`src/include/bgpu_settings.svh`:
```
// BGPU build settings
// Bus widths, cluster count, memory depth and thread engine register map

`ifndef BGPU_SETTINGS_SVH
`define BGPU_SETTINGS_SVH

`define BGPU_ADDR_W       12
`define BGPU_DATA_W       32
`define BGPU_CLUSTERS     3
`define BGPU_MEM_WORDS    256
`define BGPU_EXEC_CYCLES  6
`define BGPU_PC_W         16
`define BGPU_TBLOCK_W     8
`define BGPU_TGROUP_W     8

// Thread engine word offsets
`define BGPU_REG_PC       3'd0
`define BGPU_REG_DP       3'd1
`define BGPU_REG_TGROUP   3'd2
`define BGPU_REG_COUNT    3'd3
`define BGPU_REG_START    3'd4
`define BGPU_REG_STATUS   3'd5

`endif

```
`src/hw/bgpu_pkg.sv`:
```
// BGPU shared types
// Debug bus fields, dispatch descriptor and thread engine status word

`default_nettype none
`include "bgpu_settings.svh"

package bgpu_pkg;

    // Select bit sits directly above the byte address
    typedef logic [`BGPU_ADDR_W:0]         dbg_addr_t;
    typedef logic [`BGPU_DATA_W-1:0]       dbg_data_t;
    typedef logic [`BGPU_DATA_W/8-1:0]     dbg_be_t;
    typedef logic [`BGPU_PC_W-1:0]         pc_t;
    typedef logic [`BGPU_TBLOCK_W-1:0]     tblock_idx_t;
    typedef logic [`BGPU_TGROUP_W-1:0]     tgroup_id_t;

    typedef struct packed {
        pc_t         pc;
        dbg_addr_t   dp;
        tblock_idx_t tblock_idx;
        tgroup_id_t  tgroup_id;
    } dispatch_t;

    typedef struct packed {
        logic        busy;
        tblock_idx_t done_count;
    } te_status_t;

endpackage

`default_nettype wire

```
`src/hw/compute_cluster.sv`:
```
// Compute cluster stand-in
// One warp slot held for a fixed execution time, then reports its thread group

`timescale 1ns/1ps
`default_nettype none
`include "bgpu_settings.svh"

module compute_cluster import bgpu_pkg::*; (
    input  logic       clk_i,
    input  logic       rst_i,
    output logic       free_o,
    input  logic       allocate_i,
    input  dispatch_t  dispatch_i,
    output logic       done_o,
    output tgroup_id_t done_id_o,
    input  logic       done_ready_i
);
    localparam int unsigned CntW = $clog2(`BGPU_EXEC_CYCLES + 1);

    logic            occupied_q;
    logic            done_q;
    logic [CntW-1:0] cnt_q;
    tgroup_id_t      tgroup_q;

    // Slot lifecycle: allocate, count down, report, release
    always_ff @(posedge clk_i) begin
        if (rst_i) begin
            occupied_q <= 1'b0;
            done_q     <= 1'b0;
            cnt_q      <= '0;
        end else if (allocate_i) begin
            occupied_q <= 1'b1;
            cnt_q      <= CntW'(`BGPU_EXEC_CYCLES - 1);
        end else if (done_q) begin
            if (done_ready_i) begin
                occupied_q <= 1'b0;
                done_q     <= 1'b0;
            end
        end else if (occupied_q) begin
            if (cnt_q == '0) begin
                done_q <= 1'b1;
            end else begin
                cnt_q <= cnt_q - 1'b1;
            end
        end
    end

    always_ff @(posedge clk_i) begin
        if (allocate_i) begin
            tgroup_q <= dispatch_i.tgroup_id;
        end
    end

    assign free_o    = ~occupied_q;
    assign done_o    = done_q;
    assign done_id_o = tgroup_q;

    // Array must only route allocations to a free slot
    a_no_double_alloc: assert property (@(posedge clk_i) disable iff (rst_i)
        allocate_i |-> !occupied_q);

endmodule

`default_nettype wire

```
`src/hw/cluster_array.sv`:
```
// Compute cluster array
// First-free allocation and round-robin arbitration of completion reports

`timescale 1ns/1ps
`default_nettype none
`include "bgpu_settings.svh"

module cluster_array import bgpu_pkg::*; (
    input  logic       clk_i,
    input  logic       rst_i,
    output logic       warp_free_o,
    input  logic       allocate_i,
    input  dispatch_t  dispatch_i,
    output logic       tblock_done_o,
    output tgroup_id_t tblock_done_id_o,
    input  logic       tblock_done_ready_i
);
    localparam int unsigned N    = `BGPU_CLUSTERS;
    localparam int unsigned PtrW = (N > 1) ? $clog2(N) : 1;

    logic [N-1:0]    free;
    logic [N-1:0]    alloc;
    logic [N-1:0]    done;
    logic [N-1:0]    done_ready;
    tgroup_id_t      done_id [N];
    logic            alloc_taken;
    logic            found;
    int unsigned     cand;
    logic [PtrW-1:0] rr_ptr_q;
    logic [PtrW-1:0] winner;

    assign warp_free_o = |free;

    // Lowest-numbered free cluster takes the block
    always_comb begin
        alloc       = '0;
        alloc_taken = 1'b0;
        for (int i = 0; i < N; i++) begin
            if (free[i] && !alloc_taken) begin
                alloc[i]    = allocate_i;
                alloc_taken = 1'b1;
            end
        end
    end

    // ###################################################################
    // Round-robin completion arbiter
    // ###################################################################

    // Search starts at the pointer and wraps around
    always_comb begin
        winner = rr_ptr_q;
        found  = 1'b0;
        cand   = 0;
        for (int off = 0; off < N; off++) begin
            cand = int'(rr_ptr_q) + off;
            if (cand >= N) begin
                cand = cand - N;
            end
            if (!found && done[cand]) begin
                winner = PtrW'(cand);
                found  = 1'b1;
            end
        end
    end

    assign tblock_done_o    = found;
    assign tblock_done_id_o = done_id[winner];

    always_ff @(posedge clk_i) begin
        if (rst_i) begin
            rr_ptr_q <= '0;
        end else if (tblock_done_o && tblock_done_ready_i) begin
            rr_ptr_q <= (winner == PtrW'(N - 1)) ? '0 : winner + 1'b1;
        end
    end

    for (genvar i = 0; i < N; i++) begin : gen_clusters
        assign done_ready[i] = tblock_done_ready_i && found && (winner == PtrW'(i));

        compute_cluster i_cluster (
            .clk_i       ( clk_i         ),
            .rst_i       ( rst_i         ),
            .free_o      ( free[i]       ),
            .allocate_i  ( alloc[i]      ),
            .dispatch_i  ( dispatch_i    ),
            .done_o      ( done[i]       ),
            .done_id_o   ( done_id[i]    ),
            .done_ready_i( done_ready[i] )
        );
    end

endmodule

`default_nettype wire

```
`config.mk`:
```
export PLATFORM = sky130hd
export DESIGN_NAME = cluster_array
export DESIGN_NICKNAME = d
export VERILOG_FILES = /design/src/hw/bgpu_pkg.sv /design/src/hw/compute_cluster.sv /design/src/hw/cluster_array.sv
export VERILOG_INCLUDE_DIRS = /design/src /design/src/include
export SDC_FILE = /design/constraint.sdc
export NUM_CORES = 1
export LEC_CHECK = 0
export ABC_AREA = 1
export BUFFER_PORTS_ARGS = -buffer_cell sky130_fd_sc_hd__buf_2
export CAP_MARGIN = 20
export CORE_ASPECT_RATIO = 1.4
export CORE_UTILIZATION = 35
export DETAILED_ROUTE_END_ITERATION = 12
export SYNTH_ARGS = -nofsm -noshare
export SYNTH_HDL_FRONTEND = slang
export SYNTH_SLANG_ARGS = --single-unit
```
`constraint.sdc`:
```
create_clock -name clk_i -period 2.6 [get_ports clk_i]
set_clock_uncertainty 0.2 [all_clocks]
set_input_delay 0.26 -clock clk_i [delete_from_list [all_inputs] [get_ports clk_i]]
set_output_delay 0.26 -clock clk_i [all_outputs]
set_load 0.02 [all_outputs]
```
# Word-level counts from Yosys, hierarchy flattened
# Cells that the tools add are included.
totals:
  out_inout_bits: 10
  ff_bits: 41
  in_bits: 49
  wordCells: 144
op_classes:
  magnitude_cmp: 7
  bitwise: 10
  add_sub_neg: 9
  reduce_logical: 37
  n_eq_ne: 8
  n_mux: 57
op_table:
  columns: ["op", "count"]
  rows:
  - ["$lt 32x3->1 const B", 3]
  - ["$mux 32", 3]
  - ["$mux 3", 12]
  - ["$mux 1", 32]
  - ["$reduce_and 3->1", 6]
  - ["$reduce_bool 2->1", 9]
  - ["$bmux 8 s2", 1]
  - ["$mux 8", 2]
  - ["$ne 2x1->1 const B", 6]
  - ["$logic_not 3->1", 3]
  - ["$not 1->1", 9]
  - ["$sub 3x1->3 const B", 3]
  - ["$logic_and 1x1->1", 8]
  - ["$mux 2", 4]
  - ["$sub 3x2->4 const B", 2]
  - ["$bmux 1 s2", 3]
  - ["$ge 3x2->1 const B", 2]
  - ["$reduce_and 2->1", 3]
  - ["$reduce_or 2->1", 3]
  - ["$add 2x1->3 const B", 1]
  - ["$add 2x2->3 const B", 1]
  - ["$ge 3x3->1 const B", 1]
  - ["$logic_not 1->1", 3]
  - ["$not 2->3", 1]
  - ["7 further kinds", 7]

# Longest topological paths before layout
# Gate-level depths: netlist of run 1.
logic_depth:
  word_depth: 16
  mapped_depth: 16
  depth_no_buf: 15

# Modules after synthesis
# From an unflattened synthesis of run 1, not the netlist that was laid out.
hier_totals:
  cells_unflattened: 282
  area_unflattened_um2: 2303.5
modules_own_cells:
  columns: ["module", "seq_area_each_um2", "n_inst", "cells_per_inst", "area_per_inst_um2"]
  rows:
  - ["compute_cluster", 340.3, 3, 47, 511.7]
  - ["cluster_array", 40.0, 1, 141, 768.2]

# Least setup slack after synthesis of run 1
# Ideal clock, no wire load.
synth_timing:
  kind: "register to output"
  startpoint: "reg rr_ptr_q[0]"
  endpoint: "out tblock_done_id_o[0]"
  n_path_buf: 0
  path_slack_ps: 231
  arrival_ps: 1909
  t_required_ps: 2140
  path_stages_with_launch: 14
  path_cell_list: "dfxtp_1 inv_1 ha_1 inv_2 nand2_1 nand3_1 nand2_2 nand3_4 inv_2 nand2_2 nand2_4 nor3_2 nand2_1 nand3_1"
synth_between:
  elab_chain_cells: 15
  elab_cells_between_ends: 30
  classes_between: "5 x add/sub; 3 x order compare; 17 x mux; 1 x bitwise; 4 x reduce/logical"
synth_lines:
  columns: ["element", "line", "source"]
  rows:
  - ["start: declaration", "cluster_array.sv:29", "logic [PtrW-1:0] rr_ptr_q;"]
  - ["start signal: assignment", "cluster_array.sv:74", "rr_ptr_q <= (winner == PtrW'(N - 1)) ? '0 : winner + 1'b1;"]
  - ["parallel branches: the longest is 10 deep, another holds $sub 3x2->4", null, null]
  - ["$mux 2 (*)", "cluster_array.sv:60", "if (!found && done[cand]) begin"]
  - ["$not 2->3 (not written as such) (*)", "cluster_array.sv:68", "assign tblock_done_id_o = done_id[winner];"]
  - ["$bmux 8 s2 (*)", "cluster_array.sv:68", null]
  - ["$mux 8 (not written as such) (*) (2 in series)", "cluster_array.sv:68", null]
  - ["end: declaration", "cluster_array.sv:15", "output tgroup_id_t tblock_done_id_o,"]
# Every way passes the cells marked *. The select of a mux whose other input is x is not followed.

# Worst setup path after layout of run 1
layout_timing:
  startpoint: "reg rr_ptr_q[0]"
  endpoint: "out tblock_done_id_o[1]"
# Same word-level chain as after synthesis.

==> results of run 1 <==
[placed cells by master (no fill, tap or decap), types with 12 or more instances in the layout]
master                     instances
sky130_fd_sc_hd__nand2_1          47
sky130_fd_sc_hd__inv_1            36
sky130_fd_sc_hd__edfxtp_1         24
sky130_fd_sc_hd__buf_4            20
sky130_fd_sc_hd__nand3_2          15
sky130_fd_sc_hd__dfxtp_1          15
sky130_fd_sc_hd__nor2_1           13
sky130_fd_sc_hd__nand2_2          13
sky130_fd_sc_hd__buf_2            13
sky130_fd_sc_hd__buf_6            12
[final cells by class]
class | count | share of cell area (%)
clock inverter | 3 | 2.356
inverter | 45 | 6.127
clock buffer | 5 | 2.356
sequential | 41 | 36.59
multi-input combinational | 153 | 34.92
timing repair buffer | 53 | 14.74
tap | 68 | 2.913
[timing repair]
item	4_1_cts	5_1_grt
resized for setup	53	19
pin swaps	14	6
hold buffers	8	0
buffers inserted	7	2
endpoints found under the hold margin	24	0
endpoints found under the setup margin	8	8
[flip-flops by register name (all words and copies together), names as in the netlist]
| register | count |
|---|---|
| gen_clusters.i_cluster.cnt_q | 9 |
| rr_ptr_q | 2 |
| gen_clusters.i_cluster.done_o | 3 |
| gen_clusters.i_cluster.done_id_o | 24 |
| gen_clusters.i_cluster.occupied_q | 3 |
[power breakdown]
group	total [mW]	internal [mW]	switching [mW]	leakage, nW
logic	3.23	1.53	1.69	0.913
clock network	0.612	0.386	0.226	0.0687
registers	0.854	0.783	0.0702	0.363
[metrics by stage]
| step | setup WS [ps] | total power [mW] | instance area (um^2) | utilization (%) |
|---|---|---|---|---|
| floorplan | 230.8 | 2.276 | 2087 | - |
| global placement | -5.050 | 3.063 | 2375 | 42.07 |
| detailed placement | -8.686 | 3.077 | 2375 | 42.07 |
| CTS | -124.5 | 4.464 | 2829 | 50.11 |
| global route | -265.3 | 5.007 | 2920 | 51.73 |
| finish | -143.1 | 4.692 | 2920 | 51.73 |
[worst reg2reg max path, stage by stage (launching register included)]
cell and delay [ps]:
sky130_fd_sc_hd__dfxtp_4 380, sky130_fd_sc_hd__inv_4 50, sky130_fd_sc_hd__ha_4 260, sky130_fd_sc_hd__o21ai_1 220, sky130_fd_sc_hd__nand2_4 100, sky130_fd_sc_hd__buf_4 140
sky130_fd_sc_hd__buf_4 120, sky130_fd_sc_hd__nand4_1 80, sky130_fd_sc_hd__nand2_1 110, sky130_fd_sc_hd__inv_1 190, sky130_fd_sc_hd__nand2_1 100, sky130_fd_sc_hd__o21ai_1 130
sky130_fd_sc_hd__a21oi_1 70
[cell families (layout without fill, tap and decap cells)]
kind of cell	count (synthesis)	after routing	synth area share [%]
buf+inv	47	106	8.813
xor+xnor	1	1	0.4197
fa+ha+maj	10	10	5.995
simple gates	115	115	26.44
flops	41	41	50.84
compound gates	27	27	7.494
[layer usage]
| metal | vias to the layer above | GRT usage, % | part of all wire (%) |
|---|---|---|---|
| li1 | 897 | - | - |
| met1 | 793 | 15.30 | 40 |
| met2 | 27 | 28.42 | 54 |
| met3 | 14 | 3.780 | 3.0 |
| met4 | 0 | 6.915 | 3.2 |
| met5 | - | 0 | 0 |
[final timing paths]
path	from	end	depth (start not counted)
setup / recovery	rr_ptr_q[0]	tblock_done_id_o[1]	15
hold / removal	rst_i	gen_clusters[0].i_cluster.occupied_q	2
setup reg to reg	rr_ptr_q[0]	gen_clusters[0].i_cluster.occupied_q	12
hold reg to reg	gen_clusters[0].i_cluster.occupied_q	gen_clusters[0].i_cluster.occupied_q	2
==> results.rst, run 1 <==
.. list-table::
   :header-rows: 1

   * - Metric
     - Value
   * - Run status
     - finished with violations
   * - Failing checks
     - negative setup slack
   * - Worst Setup Start Kind
     - flop
   * - TritonCTS buffer count
     - 5
   * - Area of the die
     - 0.006280 mm^2
   * - Port buffer count
     - 21
   * - Gr usage total
     - approximately 15%
   * - Class of the most critical hold timing path
     - in -> reg
   * - Non-filler instance count after layout
     - roughly 370
   * - Worst-skew pair later-pin latency
     - ~290 ps
   * - Clock tree from TritonCTS
     - built
   * - Core footprint
     - about 0.0056 mm^2
   * - Power Dens Cells
     - between 1500 and 2000 mW/mm^2
   * - Average routed wire per standard cell
     - 12.14 um
   * - Synth top area cells
     - sky130_fd_sc_hd__edfxtp_1, sky130_fd_sc_hd__dfxtp_1, sky130_fd_sc_hd__nand2_1, sky130_fd_sc_hd__inv_1, sky130_fd_sc_hd__ha_1
   * - Fillers
     - just under 500
   * - Number of optimization iterations in the first detailed-route pass
     - 4
   * - Post-placement cell count
     - about 340
   * - Total grt overflow
     - 0
   * - Kind of critical path
     - reg -> out
   * - Post-layout worst setup margin
     - -143.1 ps
   * - Synth top area share
     - 34.53%
   * - Yosys reg bits
     - 41
   * - EDFF count, synth
     - 24
   * - Post-DP HPWL
     - about 3.1 mm
   * - Multi-input combinational cell area
     - between 0.001 and 0.0015 mm^2
   * - Wire length of the first global-routing pass
     - 7.072 mm
   * - Number of placed I/O pins
     - 59
   * - FF/Latch Area
     - ~0.0011 mm^2
   * - Num Clock Sinks
     - 41
   * - Post-Route Setup TNS
     - -1067 ps
   * - Level count of the clock H-tree
     - 2
   * - Maximum operating frequency
     - between 0.3 and 0.4 GHz
   * - Die width
     - roughly 67 um
   * - Pin count of the biggest net entering global routing
     - 15
   * - CTS clk-pin slew, worst paths
     - around 80 ps
   * - Setup repair after global routing missed its margin
     - true
   * - Number of warnings reported in the yosys synthesis log
     - 0
   * - Actual transition at the worst max-transition pin
     - 422.1 ps
   * - Gate count of the mapped netlist
     - 241
   * - Number of rows in the core area
     - 32
   * - Share of the clock period used by the worst path
     - 105.5%
   * - Net count of the finished layout
     - around 360
   * - Slowest CP cell
     - sky130_fd_sc_hd__dfxtp_4
   * - Number of pins exceeding their max-slew limit in the final report
     - 0
   * - Drt first-iter violations
     - about 50
   * - Max-cap viol count
     - 0
   * - Max incr delay on CP
     - about 380 ps
   * - Register area share after synthesis
     - between 50% and 60%
   * - Average via count per standard cell
     - 4.704
   * - R2R setup slack
     - between 300 and 400 ps
   * - Data required time at the worst endpoint
     - between 2000 and 2500 ps
   * - Initial antenna violation count
     - 0
   * - Final hold slack
     - 29.87 ps
   * - CP dominant cell by count
     - sky130_fd_sc_hd__buf_4
   * - Routability congestion estimate
     - 0.8007
   * - Via count
     - around 1700
   * - Height of the chip
     - about 93 um
   * - Critical Path Sink Type
     - output port
   * - Bufs and invs on worst path
     - 6
   * - Most instantiated cells after synthesis
     - sky130_fd_sc_hd__nand2_1, sky130_fd_sc_hd__inv_1, sky130_fd_sc_hd__edfxtp_1
   * - Worst VDD drop
     - ~0.00060 V
   * - Share of cells above drive strength 1
     - 36.67%
   * - Cell type group with the largest total delay on the critical path
     - simple AND/OR/NAND/NOR gates
   * - Vias in the first global route
     - between 1500 and 2000
   * - Post-Syn Area
     - around 0.0021 mm^2
   * - P_leak
     - 1.344 nW
   * - Worst max-slew margin expressed relative to the limit
     - between 70% and 80%
   * - Fraction of synthesis flops using an asynchronous set or reset pin
     - 0%
   * - Post-synth top flop
     - sky130_fd_sc_hd__edfxtp_1
   * - Number of distinct library cell variants in the gate-level netlist after synthesis
     - 29
   * - Mapped Nets
     - 300
   * - Most area-hungry cell type in the Yosys netlist
     - sky130_fd_sc_hd__edfxtp_1
   * - Number of antenna cells inserted
     - 0
   * - Post-route DRC
     - 0
   * - Fin. Hold Viols
     - 0
   * - Initial Util
     - 36.97%
   * - Series of cell instances along the critical path
     - buf_6, ha_4, inv_4, nand2_4, nand3_4, buf_4, buf_4, nand3b_1, nand2_1, nor2_1, nor3_2, buf_4, nand2_1, nand3_2, buf_6
   * - Maximum count of clock buffers along a single path
     - 2
   * - Wire length after detailed routing
     - 4.468 mm
   * - Mean cell area of the mapped netlist
     - a little under 9 um^2
   * - Count leader, synth
     - sky130_fd_sc_hd__nand2_1
   * - Library cell used as clock root buffer
     - sky130_fd_sc_hd__clkbuf_8
   * - Post-route minimum period
     - ~2700 ps
   * - Arrival time at the worst endpoint
     - between 2000 and 2500 ps
   * - Largest fanout on the critical path
     - 5
   * - Remaining number of nets flagged by the antenna check after routing
     - 0
   * - Layout area overhead
     - 39.93%
   * - Final setup viols
     - 8
No activity file was read; power rests on OpenSTA's default activity.
==> inputs of run 2 (changes only) <==
ABC_AREA = 0   (was 1)
==> results.rst, run 2 <==
.. list-table::
   :header-rows: 1

   * - Metric
     - Value
   * - R2R setup slack
     - -130 ps (was 350 ps)
   * - Yosys reg bits
     - 41 (unchanged)
   * - Kind of critical path
     - reg -> out (unchanged)
   * - Port buffer count
     - 21 (unchanged)
   * - Wire length after detailed routing
     - 5.132 mm (was 4.468 mm)
   * - Worst-skew pair later-pin latency
     - 290 ps (about the same)
   * - Post-DP HPWL
     - 3.435 mm (was 3.055 mm)
   * - Combinational group share of total power
     - 46.9% (was 68.8%)
   * - Critical path capture point
     - tblock_done_id_o[6] (was tblock_done_id_o[1])
   * - Mean cell area of the mapped netlist
     - 11.22 um^2 (was 8.660 um^2)
   * - RR Endpoint
     - gen_clusters[1].i_cluster.occupied_q (was gen_clusters[0].i_cluster.occupied_q)
   * - Vias in the first global route
     - 1706 (was 1657)
   * - Layout area overhead
     - 39.85% (was 39.93%)
   * - Series of cell instances along the critical path
     - inv_4, ha_4, mux2_4, mux2_4, o311ai_4, buf_6, a2bb2oi_4, and3_4, a211o_4, buf_4 (was buf_6, ha_4, inv_4, nand2_4, nand3_4, buf_4, buf_4, nand3b_1, nand2_1, nor2_1, nor3_2, buf_4, nand2_1, nand3_2, buf_6)
   * - Cell-internal power
     - 1.577 mW (was 2.702 mW)
   * - Net count of the finished layout
     - 324 (was 358)
   * - Failing checks
     - negative setup slack (unchanged)
   * - P_leak
     - 1.227 nW (was 1.344 nW)
   * - Gate count of the mapped netlist
     - 195 (was 241)
   * - Non-filler instance count after layout
     - 336 (was 368)
   * - Register area share after synthesis
     - 48.48% (was 50.84%)
   * - Post-synthesis share of cell area spent on xor and xnor gates
     - 2.401% (was 0.4197%)
   * - Utilization after layout
     - 51.47% (was 51.73%)
   * - Fraction of synthesis flops using an asynchronous set or reset pin
     - 0% (unchanged)
   * - Average via count per standard cell
     - 5.223 (was 4.704)
   * - Portion of netlist area occupied by mux cells
     - 2.344% (was 0%)
   * - Most frequent cells in the layout
     - sky130_fd_sc_hd__buf_4, sky130_fd_sc_hd__edfxtp_1, sky130_fd_sc_hd__buf_2 (was sky130_fd_sc_hd__nand2_1, sky130_fd_sc_hd__inv_1, sky130_fd_sc_hd__edfxtp_1)
   * - Drt first-iter violations
     - 80 (was 49)
   * - Number of rows in the core area
     - 33 (was 32)
   * - Via count
     - 1755 (was 1731)
   * - Largest fanout on the critical path
     - 5 (unchanged)
   * - Worst Setup Start Kind
     - flop (unchanged)
   * - Area of the die
     - 0.006577 mm^2 (was 0.006280 mm^2)
   * - Clock tree from TritonCTS
     - built (unchanged)
   * - Number of pins exceeding their max-slew limit in the final report
     - 0 (unchanged)
   * - Largest family of logic cells by synthesized area
     - compound AO/OA/AOI/OAI gates (was simple AND/OR/NAND/NOR gates)
   * - Level count of the clock H-tree
     - 2 (unchanged)
   * - Cell type group with the largest total delay on the critical path
     - compound AO/OA/AOI/OAI gates (was simple AND/OR/NAND/NOR gates)
   * - Bufs and invs on worst path
     - 3 (was 6)
   * - Simple-gate area share of the yosys netlist
     - 16.75% (was 26.44%)
   * - Class of the most critical hold timing path
     - in -> reg (unchanged)
   * - Initial antenna violation count
     - 0 (unchanged)
   * - Routability congestion estimate
     - 0.8264 (was 0.8007)
   * - Length in cells of the worst reg-to-reg path
     - 11 (was 12)
   * - Share of the clock period used by the worst path
     - 118.6% (was 105.5%)
   * - Power Dens Cells
     - 771.4 mW/mm^2 (was 1607 mW/mm^2)
   * - Worst max-slew margin expressed relative to the limit
     - 67.74% (was 71.65%)
   * - Arrival time at the worst endpoint
     - 2620 ps (was 2280 ps)
   * - Post-route minimum period
     - 3083 ps (was 2743 ps)
   * - TritonCTS buffer count
     - 5 (unchanged)
   * - Maximum operating frequency
     - 0.3244 GHz (was 0.3646 GHz)
   * - Number of placed I/O pins
     - 59 (unchanged)
   * - Fraction of the mapped netlist area in adder cells
     - 5.718% (was 5.995%)
   * - Slowest CP cell
     - sky130_fd_sc_hd__dfxtp_4 (unchanged)
   * - Share of total power in sequential cells
     - 31.9% (was 18.2%)
   * - CP dominant cell by count
     - sky130_fd_sc_hd__mux2_4 (was sky130_fd_sc_hd__buf_4)
   * - Most area-hungry cell type in the Yosys netlist
     - sky130_fd_sc_hd__edfxtp_1 (unchanged)
   * - Total net switching power
     - 0.7836 mW (was 1.989 mW)
   * - Core footprint
     - 0.005946 mm^2 (was 0.005645 mm^2)
   * - Maximum count of clock buffers along a single path
     - 2 (unchanged)
   * - Final setup viols
     - 11 (was 8)
   * - Number of warnings reported in the yosys synthesis log
     - 0 (unchanged)
   * - Number of optimization iterations in the first detailed-route pass
     - 4 (unchanged)
   * - Critical R2R Launch
     - rr_ptr_q[1] (was rr_ptr_q[0])
   * - Post-layout worst setup margin
     - -482.9 ps (was -143.1 ps)
   * - Post-Syn Area
     - 0.002188 mm^2 (was 0.002087 mm^2)
   * - Critical Path Sink Type
     - output port (unchanged)
   * - Max-cap viol count
     - 0 (unchanged)
   * - Average routed wire per standard cell
     - 15.27 um (was 12.14 um)
   * - CTS clk-pin slew, worst paths
     - 80 ps (about the same)
   * - Number of antenna cells inserted
     - 0 (unchanged)
   * - Count leader, synth
     - sky130_fd_sc_hd__edfxtp_1 (was sky130_fd_sc_hd__nand2_1)
   * - Switching Share
     - 33.19% (was 42.40%)
   * - Wire length of the first global-routing pass
     - 8.079 mm (was 7.072 mm)
   * - Gr usage total
     - 17.11% (was 15.29%)
   * - Max incr delay on CP
     - 380 ps (about the same)
   * - EDFF count, synth
     - 24 (unchanged)
   * - Library cell used as clock root buffer
     - sky130_fd_sc_hd__clkbuf_8 (unchanged)
   * - Critical Path Start
     - rr_ptr_q[0] (unchanged)
   * - Synth top area cells
     - sky130_fd_sc_hd__edfxtp_1, sky130_fd_sc_hd__dfxtp_1, sky130_fd_sc_hd__ha_1, sky130_fd_sc_hd__and3_1, sky130_fd_sc_hd__a21oi_1 (was sky130_fd_sc_hd__edfxtp_1, sky130_fd_sc_hd__dfxtp_1, sky130_fd_sc_hd__nand2_1, sky130_fd_sc_hd__inv_1, sky130_fd_sc_hd__ha_1)
   * - Most instantiated cells after synthesis
     - sky130_fd_sc_hd__edfxtp_1, sky130_fd_sc_hd__dfxtp_1, sky130_fd_sc_hd__a21oi_1, sky130_fd_sc_hd__inv_1, sky130_fd_sc_hd__and3_1 (was sky130_fd_sc_hd__nand2_1, sky130_fd_sc_hd__inv_1, sky130_fd_sc_hd__edfxtp_1)
   * - Data required time at the worst endpoint
     - 2140 ps (about the same)
   * - Die width
     - 68.83 um (was 67.26 um)
   * - Remaining number of nets flagged by the antenna check after routing
     - 0 (unchanged)
   * - Setup repair after global routing missed its margin
     - true (unchanged)
   * - Total grt overflow
     - 0 (unchanged)
   * - Post-synth top flop
     - sky130_fd_sc_hd__edfxtp_1 (unchanged)
   * - Actual transition at the worst max-transition pin
     - 480.2 ps (was 422.1 ps)
   * - Initial Util
     - 36.81% (was 36.97%)
   * - Pin count of the biggest net entering global routing
     - 18 (was 15)
   * - Mapped Nets
     - 254 (was 300)
   * - Share of power burned in the clock network
     - 21.3% (was 13.0%)
   * - Most common cell after layout, fill and taps aside
     - sky130_fd_sc_hd__buf_4 (was sky130_fd_sc_hd__nand2_1)
   * - Post-route DRC
     - 0 (unchanged)
   * - Worst VDD drop
     - 0.0004302 V (was 0.0006049 V)
   * - Post-placement cell count
     - 309 (was 343)
   * - Number of distinct library cell variants in the gate-level netlist after synthesis
     - 59 (was 29)
   * - Num Clock Sinks
     - 41 (unchanged)
   * - Run status
     - finished with violations (unchanged)
   * - Synth top area share
     - 32.93% (was 34.53%)
   * - Fin. Hold Viols
     - 0 (unchanged)
   * - Share of cells above drive strength 1
     - 41.35% (was 36.67%)
   * - Height of the chip
     - 95.56 um (was 93.37 um)
   * - Compound-gate portion of the synthesized area
     - 19.27% (was 7.494%)
   * - Stages on worst setup path
     - 10 (was 15)
   * - Flip-flop count of the largest register, all copies and words added
     - 24 (unchanged)
## run 2: cell families (layout without fill, tap and decap cells)
group / count (synthesis) / in the layout
buf+inv: 23 / 92
mux: 4 / 4
flops: 41 / 41
fa+ha+maj: 10 / 10
simple gates: 57 / 57
compound gates: 54 / 56
xor+xnor: 6 / 6
## run 2: per-layer routing
| layer | vias up | global-route usage [%] | share of wire [%] |
|---|---|---|---|
| met4 | 0 | 7.143 | 1.9 |
| met5 | - | 0 | 0 |
| met1 | 833 | 19.97 | 41 |
| met3 | 9 | 2.153 | 2.1 |
| met2 | 35 | 30.56 | 55 |
| li1 | 878 | - | - |
## run 2: worst min path at each step
stage                  start                                      to  slack (ps)  cells after the start
2_1_floorplan  dispatch_i[0]  gen_clusters[0].i_cluster.done_id_o[0]         160                      0
3_3_place_gp   dispatch_i[3]  gen_clusters[1].i_cluster.done_id_o[3]         260                      1
3_5_place_dp   dispatch_i[3]  gen_clusters[0].i_cluster.done_id_o[3]         260                      1
4_1_cts           allocate_i    gen_clusters[0].i_cluster.occupied_q         100                      3
5_1_grt           allocate_i    gen_clusters[0].i_cluster.occupied_q         110                      3
6_report          allocate_i    gen_clusters[0].i_cluster.occupied_q         100                      3
## run 2: metrics by stage
step                      hold WS [ps]  TNS, ps  cell area, um^2  setup WS, ps  power (mW)
after global routing             113.6    -4819             3060        -555.9       2.469
after CTS                        100.9    -3771             3018        -509.5       2.333
final                            102.8    -3802             3060        -482.9       2.361
after detailed placement         264.7    -1478             2660        -237.6       1.666
after floorplan                  158.9        0             2271         6.523       1.346
after global placement           257.4    -1223             2660        -201.9       1.663
## run 2: power by group through the flow
stage | clock, mW | combinational (mW) | sequential, mW
3_3_place_gp | 0 | 0.896 | 0.767
3_5_place_dp | 0 | 0.900 | 0.767
5_1_grt | 0.538 | 1.17 | 0.757
6_report | 0.502 | 1.11 | 0.752
4_1_cts | 0.512 | 1.07 | 0.752
2_1_floorplan | 0 | 0.579 | 0.767
## run 2: area by class of cell
| type | instances | area [um^2] |
|---|---|---|
| clock buffers | 6 | 72.57 |
| flip-flops and latches | 41 | 1069 |
| inverters | 16 | 67.56 |
| well taps | 70 | 87.58 |
| fillers | 533 | 2885 |
| multi-input cells | 133 | 1184 |
| repair buffers | 68 | 541.8 |
| clock inverters | 2 | 38.79 |
## run 2: tightest hold or removal path, delay by kind of cell
| family | cells | cell delay, ps |
|---|---|---|
| compound gates | 2 | 160 |
| buf+inv | 1 | 130 |
## run 2: repair_timing
| item | 4_1_cts | 5_1_grt |
|---|---|---|
| pin swaps | 4 | 5 |
| hold endpoints to repair | 24 | 0 |
| hold buffers | 8 | 0 |
| gates resized for setup | 20 | 9 |
| gates cloned | 3 | 0 |
| buffers inserted | 7 | 1 |
| endpoints found under the setup margin | 9 | 12 |
==> inputs of run 3 (changes only) <==
SKIP_CTS_REPAIR_TIMING = 1   (was not set)
==> results.rst, run 3 (synthesis gave the netlist of run 2 again) <==
.. list-table::
   :header-rows: 1

   * - Metric
     - Value
   * - Run status
     - finished with violations (unchanged)
   * - Failing checks
     - negative setup slack (unchanged)
   * - Wire length of the first global-routing pass
     - 7.383 mm (was 8.079 mm)
   * - Maximum operating frequency
     - 0.3208 GHz (was 0.3244 GHz)
   * - Core footprint
     - 0.005946 mm^2 (unchanged)
   * - Kind of critical path
     - reg -> out (unchanged)
   * - Post-route minimum period
     - 3117 ps (was 3083 ps)
   * - Flip-flop count of the largest register, all copies and words added
     - 24 (unchanged)
   * - Average routed wire per standard cell
     - 15.46 um (was 15.27 um)
   * - Length in cells of the worst reg-to-reg path
     - 10 (was 11)
   * - Area of all placed cells without fillers
     - 0.003069 mm^2 (was 0.003060 mm^2)
   * - Post-route DRC
     - 0 (unchanged)
   * - Final hold slack
     - 106.1 ps (was 102.8 ps)
   * - Routability congestion estimate
     - 0.8264 (unchanged)
   * - Level count of the clock H-tree
     - 2 (unchanged)
   * - Library cell used as clock root buffer
     - sky130_fd_sc_hd__clkbuf_8 (unchanged)
   * - Worst hold path depth
     - 3 (unchanged)
   * - Wire length after detailed routing
     - 5.163 mm (was 5.132 mm)
   * - Actual transition at the worst max-transition pin
     - 484.4 ps (was 480.2 ps)
   * - Placement-stage worst setup slack
     - -237.6 ps (unchanged)
   * - Area of the die
     - 0.006577 mm^2 (unchanged)
   * - Height of the chip
     - 95.56 um (unchanged)
   * - Number of optimization iterations in the first detailed-route pass
     - 4 (unchanged)
   * - Share of the clock period used by the worst path
     - 119.9% (was 118.6%)
   * - Pwr Total
     - 2.363 mW (was 2.361 mW)
   * - Post-layout worst setup margin
     - -517.0 ps (was -482.9 ps)
   * - Remaining number of nets flagged by the antenna check after routing
     - 0 (unchanged)
   * - Gr usage total
     - 15.59% (was 17.11%)
   * - Worst Setup Start Kind
     - flop (unchanged)
   * - CTS clk-pin slew, worst paths
     - 80 ps (about the same)
   * - Initial Util
     - 36.81% (unchanged)
   * - Average via count per standard cell
     - 5.254 (was 5.223)
   * - Pin count of the biggest net entering global routing
     - 18 (unchanged)
   * - Net count of the finished layout
     - 322 (was 324)
   * - Most common cell after layout, fill and taps aside
     - sky130_fd_sc_hd__buf_4 (unchanged)
   * - Post-DP HPWL
     - 3.435 mm (unchanged)
   * - Critical Path Sink Type
     - output port (unchanged)
   * - Num Clock Sinks
     - 41 (unchanged)
   * - Share of cells above drive strength 1
     - 41.67% (was 41.35%)
   * - Class of the most critical hold timing path
     - in -> reg (unchanged)
   * - Fillers
     - 537 (was 533)
   * - Worst max-slew margin expressed relative to the limit
     - 67.46% (was 67.74%)
   * - Worst-skew pair later-pin latency
     - 290 ps (about the same)
   * - Total grt overflow
     - 0 (unchanged)
   * - Number of placed I/O pins
     - 59 (unchanged)
   * - Number of antenna cells inserted
     - 0 (unchanged)
   * - Number of rows in the core area
     - 33 (unchanged)
   * - Largest fanout on the critical path
     - 5 (unchanged)
   * - Setup repair after global routing missed its margin
     - true (unchanged)
   * - Vias in the first global route
     - 1609 (was 1706)
   * - Final setup viols
     - 9 (was 11)
   * - Port buffer count
     - 21 (unchanged)
   * - Power Dens Cells
     - 769.9 mW/mm^2 (was 771.4 mW/mm^2)
   * - Cell area after placement
     - 0.002660 mm^2 (unchanged)
   * - Layout area overhead
     - 40.25% (was 39.85%)
   * - Clock tree from TritonCTS
     - built (unchanged)
   * - Most frequent cells in the layout
     - sky130_fd_sc_hd__buf_4, sky130_fd_sc_hd__edfxtp_1, sky130_fd_sc_hd__buf_2 (unchanged)
   * - Die width
     - 68.83 um (unchanged)
   * - TritonCTS buffer count
     - 5 (unchanged)
   * - P_leak
     - 1.217 nW (was 1.227 nW)
   * - Maximum count of clock buffers along a single path
     - 2 (unchanged)
   * - Number of pins exceeding their max-slew limit in the final report
     - 0 (unchanged)
   * - Arrival time at the worst endpoint
     - 2660 ps (was 2620 ps)
   * - Initial antenna violation count
     - 0 (unchanged)
   * - Drt first-iter violations
     - 99 (was 80)
   * - Via count
     - 1755 (unchanged)
   * - Utilization after layout
     - 51.62% (was 51.47%)
   * - Worst VDD drop
     - 0.0004436 V (was 0.0004302 V)
   * - Fin. Hold Viols
     - 0 (unchanged)
   * - Max-cap viol count
     - 0 (unchanged)
   * - Data required time at the worst endpoint
     - 2140 ps (about the same)
-- run 3: per-stage QoR --
stage	TNS, ps	cells
floorplan	0	195
global placement	-1223	309
detailed placement	-1478	309
CTS	-4257	317
global route	-5009	334
finish	-3982	334
-- run 3: worst paths after layout --
kind	startpoint	endpoint	slack (ps)
max reg2reg	rr_ptr_q[1]	gen_clusters[1].i_cluster.occupied_q	0
min	allocate_i	gen_clusters[0].i_cluster.occupied_q	110
min reg2reg	gen_clusters[0].i_cluster.cnt_q[1]	gen_clusters[0].i_cluster.cnt_q[1]	300
max	rr_ptr_q[0]	tblock_done_id_o[3]	-520
-- run 3: cell type report --
type	instances	area, um^2	share of cell area (%)
multi-input combinational	133	1207	39.34
inverter	16	67.56	2.201
clock inverter	2	38.79	1.264
timing repair buffer	66	526.8	17.16
clock buffer	6	72.57	2.364
sequential	41	1069	34.81
tap	70	87.58	2.854
-- run 3: per-layer routing --
| layer | wire (um) | vias to the layer above | global-route usage [%] |
|---|---|---|---|
| li1 | - | 870 | - |
| met1 | 2078 | 837 | 17.33 |
| met5 | 0 | - | 0 |
| met2 | 2877 | 44 | 28.51 |
| met3 | 137 | 4 | 2.153 |
| met4 | 68 | 0 | 6.803 |
-- run 3: critical path, stage by stage (launching register included) --
cell	delay (ps)
sky130_fd_sc_hd__dfxtp_4	380
sky130_fd_sc_hd__inv_4	50
sky130_fd_sc_hd__ha_4	160
sky130_fd_sc_hd__mux2_4	300
sky130_fd_sc_hd__mux2_4	300
sky130_fd_sc_hd__o311ai_4	280
sky130_fd_sc_hd__buf_6	180
sky130_fd_sc_hd__o21ai_4	100
sky130_fd_sc_hd__and3_4	170
sky130_fd_sc_hd__a211o_1	300
sky130_fd_sc_hd__buf_6	140
-- run 3: power by group --
part           total [mW]  switching (mW)  leakage [nW]  internal, mW
sequential          0.752          0.0262         0.363         0.726
combinational        1.11           0.547         0.799         0.563
clock               0.501           0.213        0.0554         0.288
total                2.36           0.786          1.22          1.58
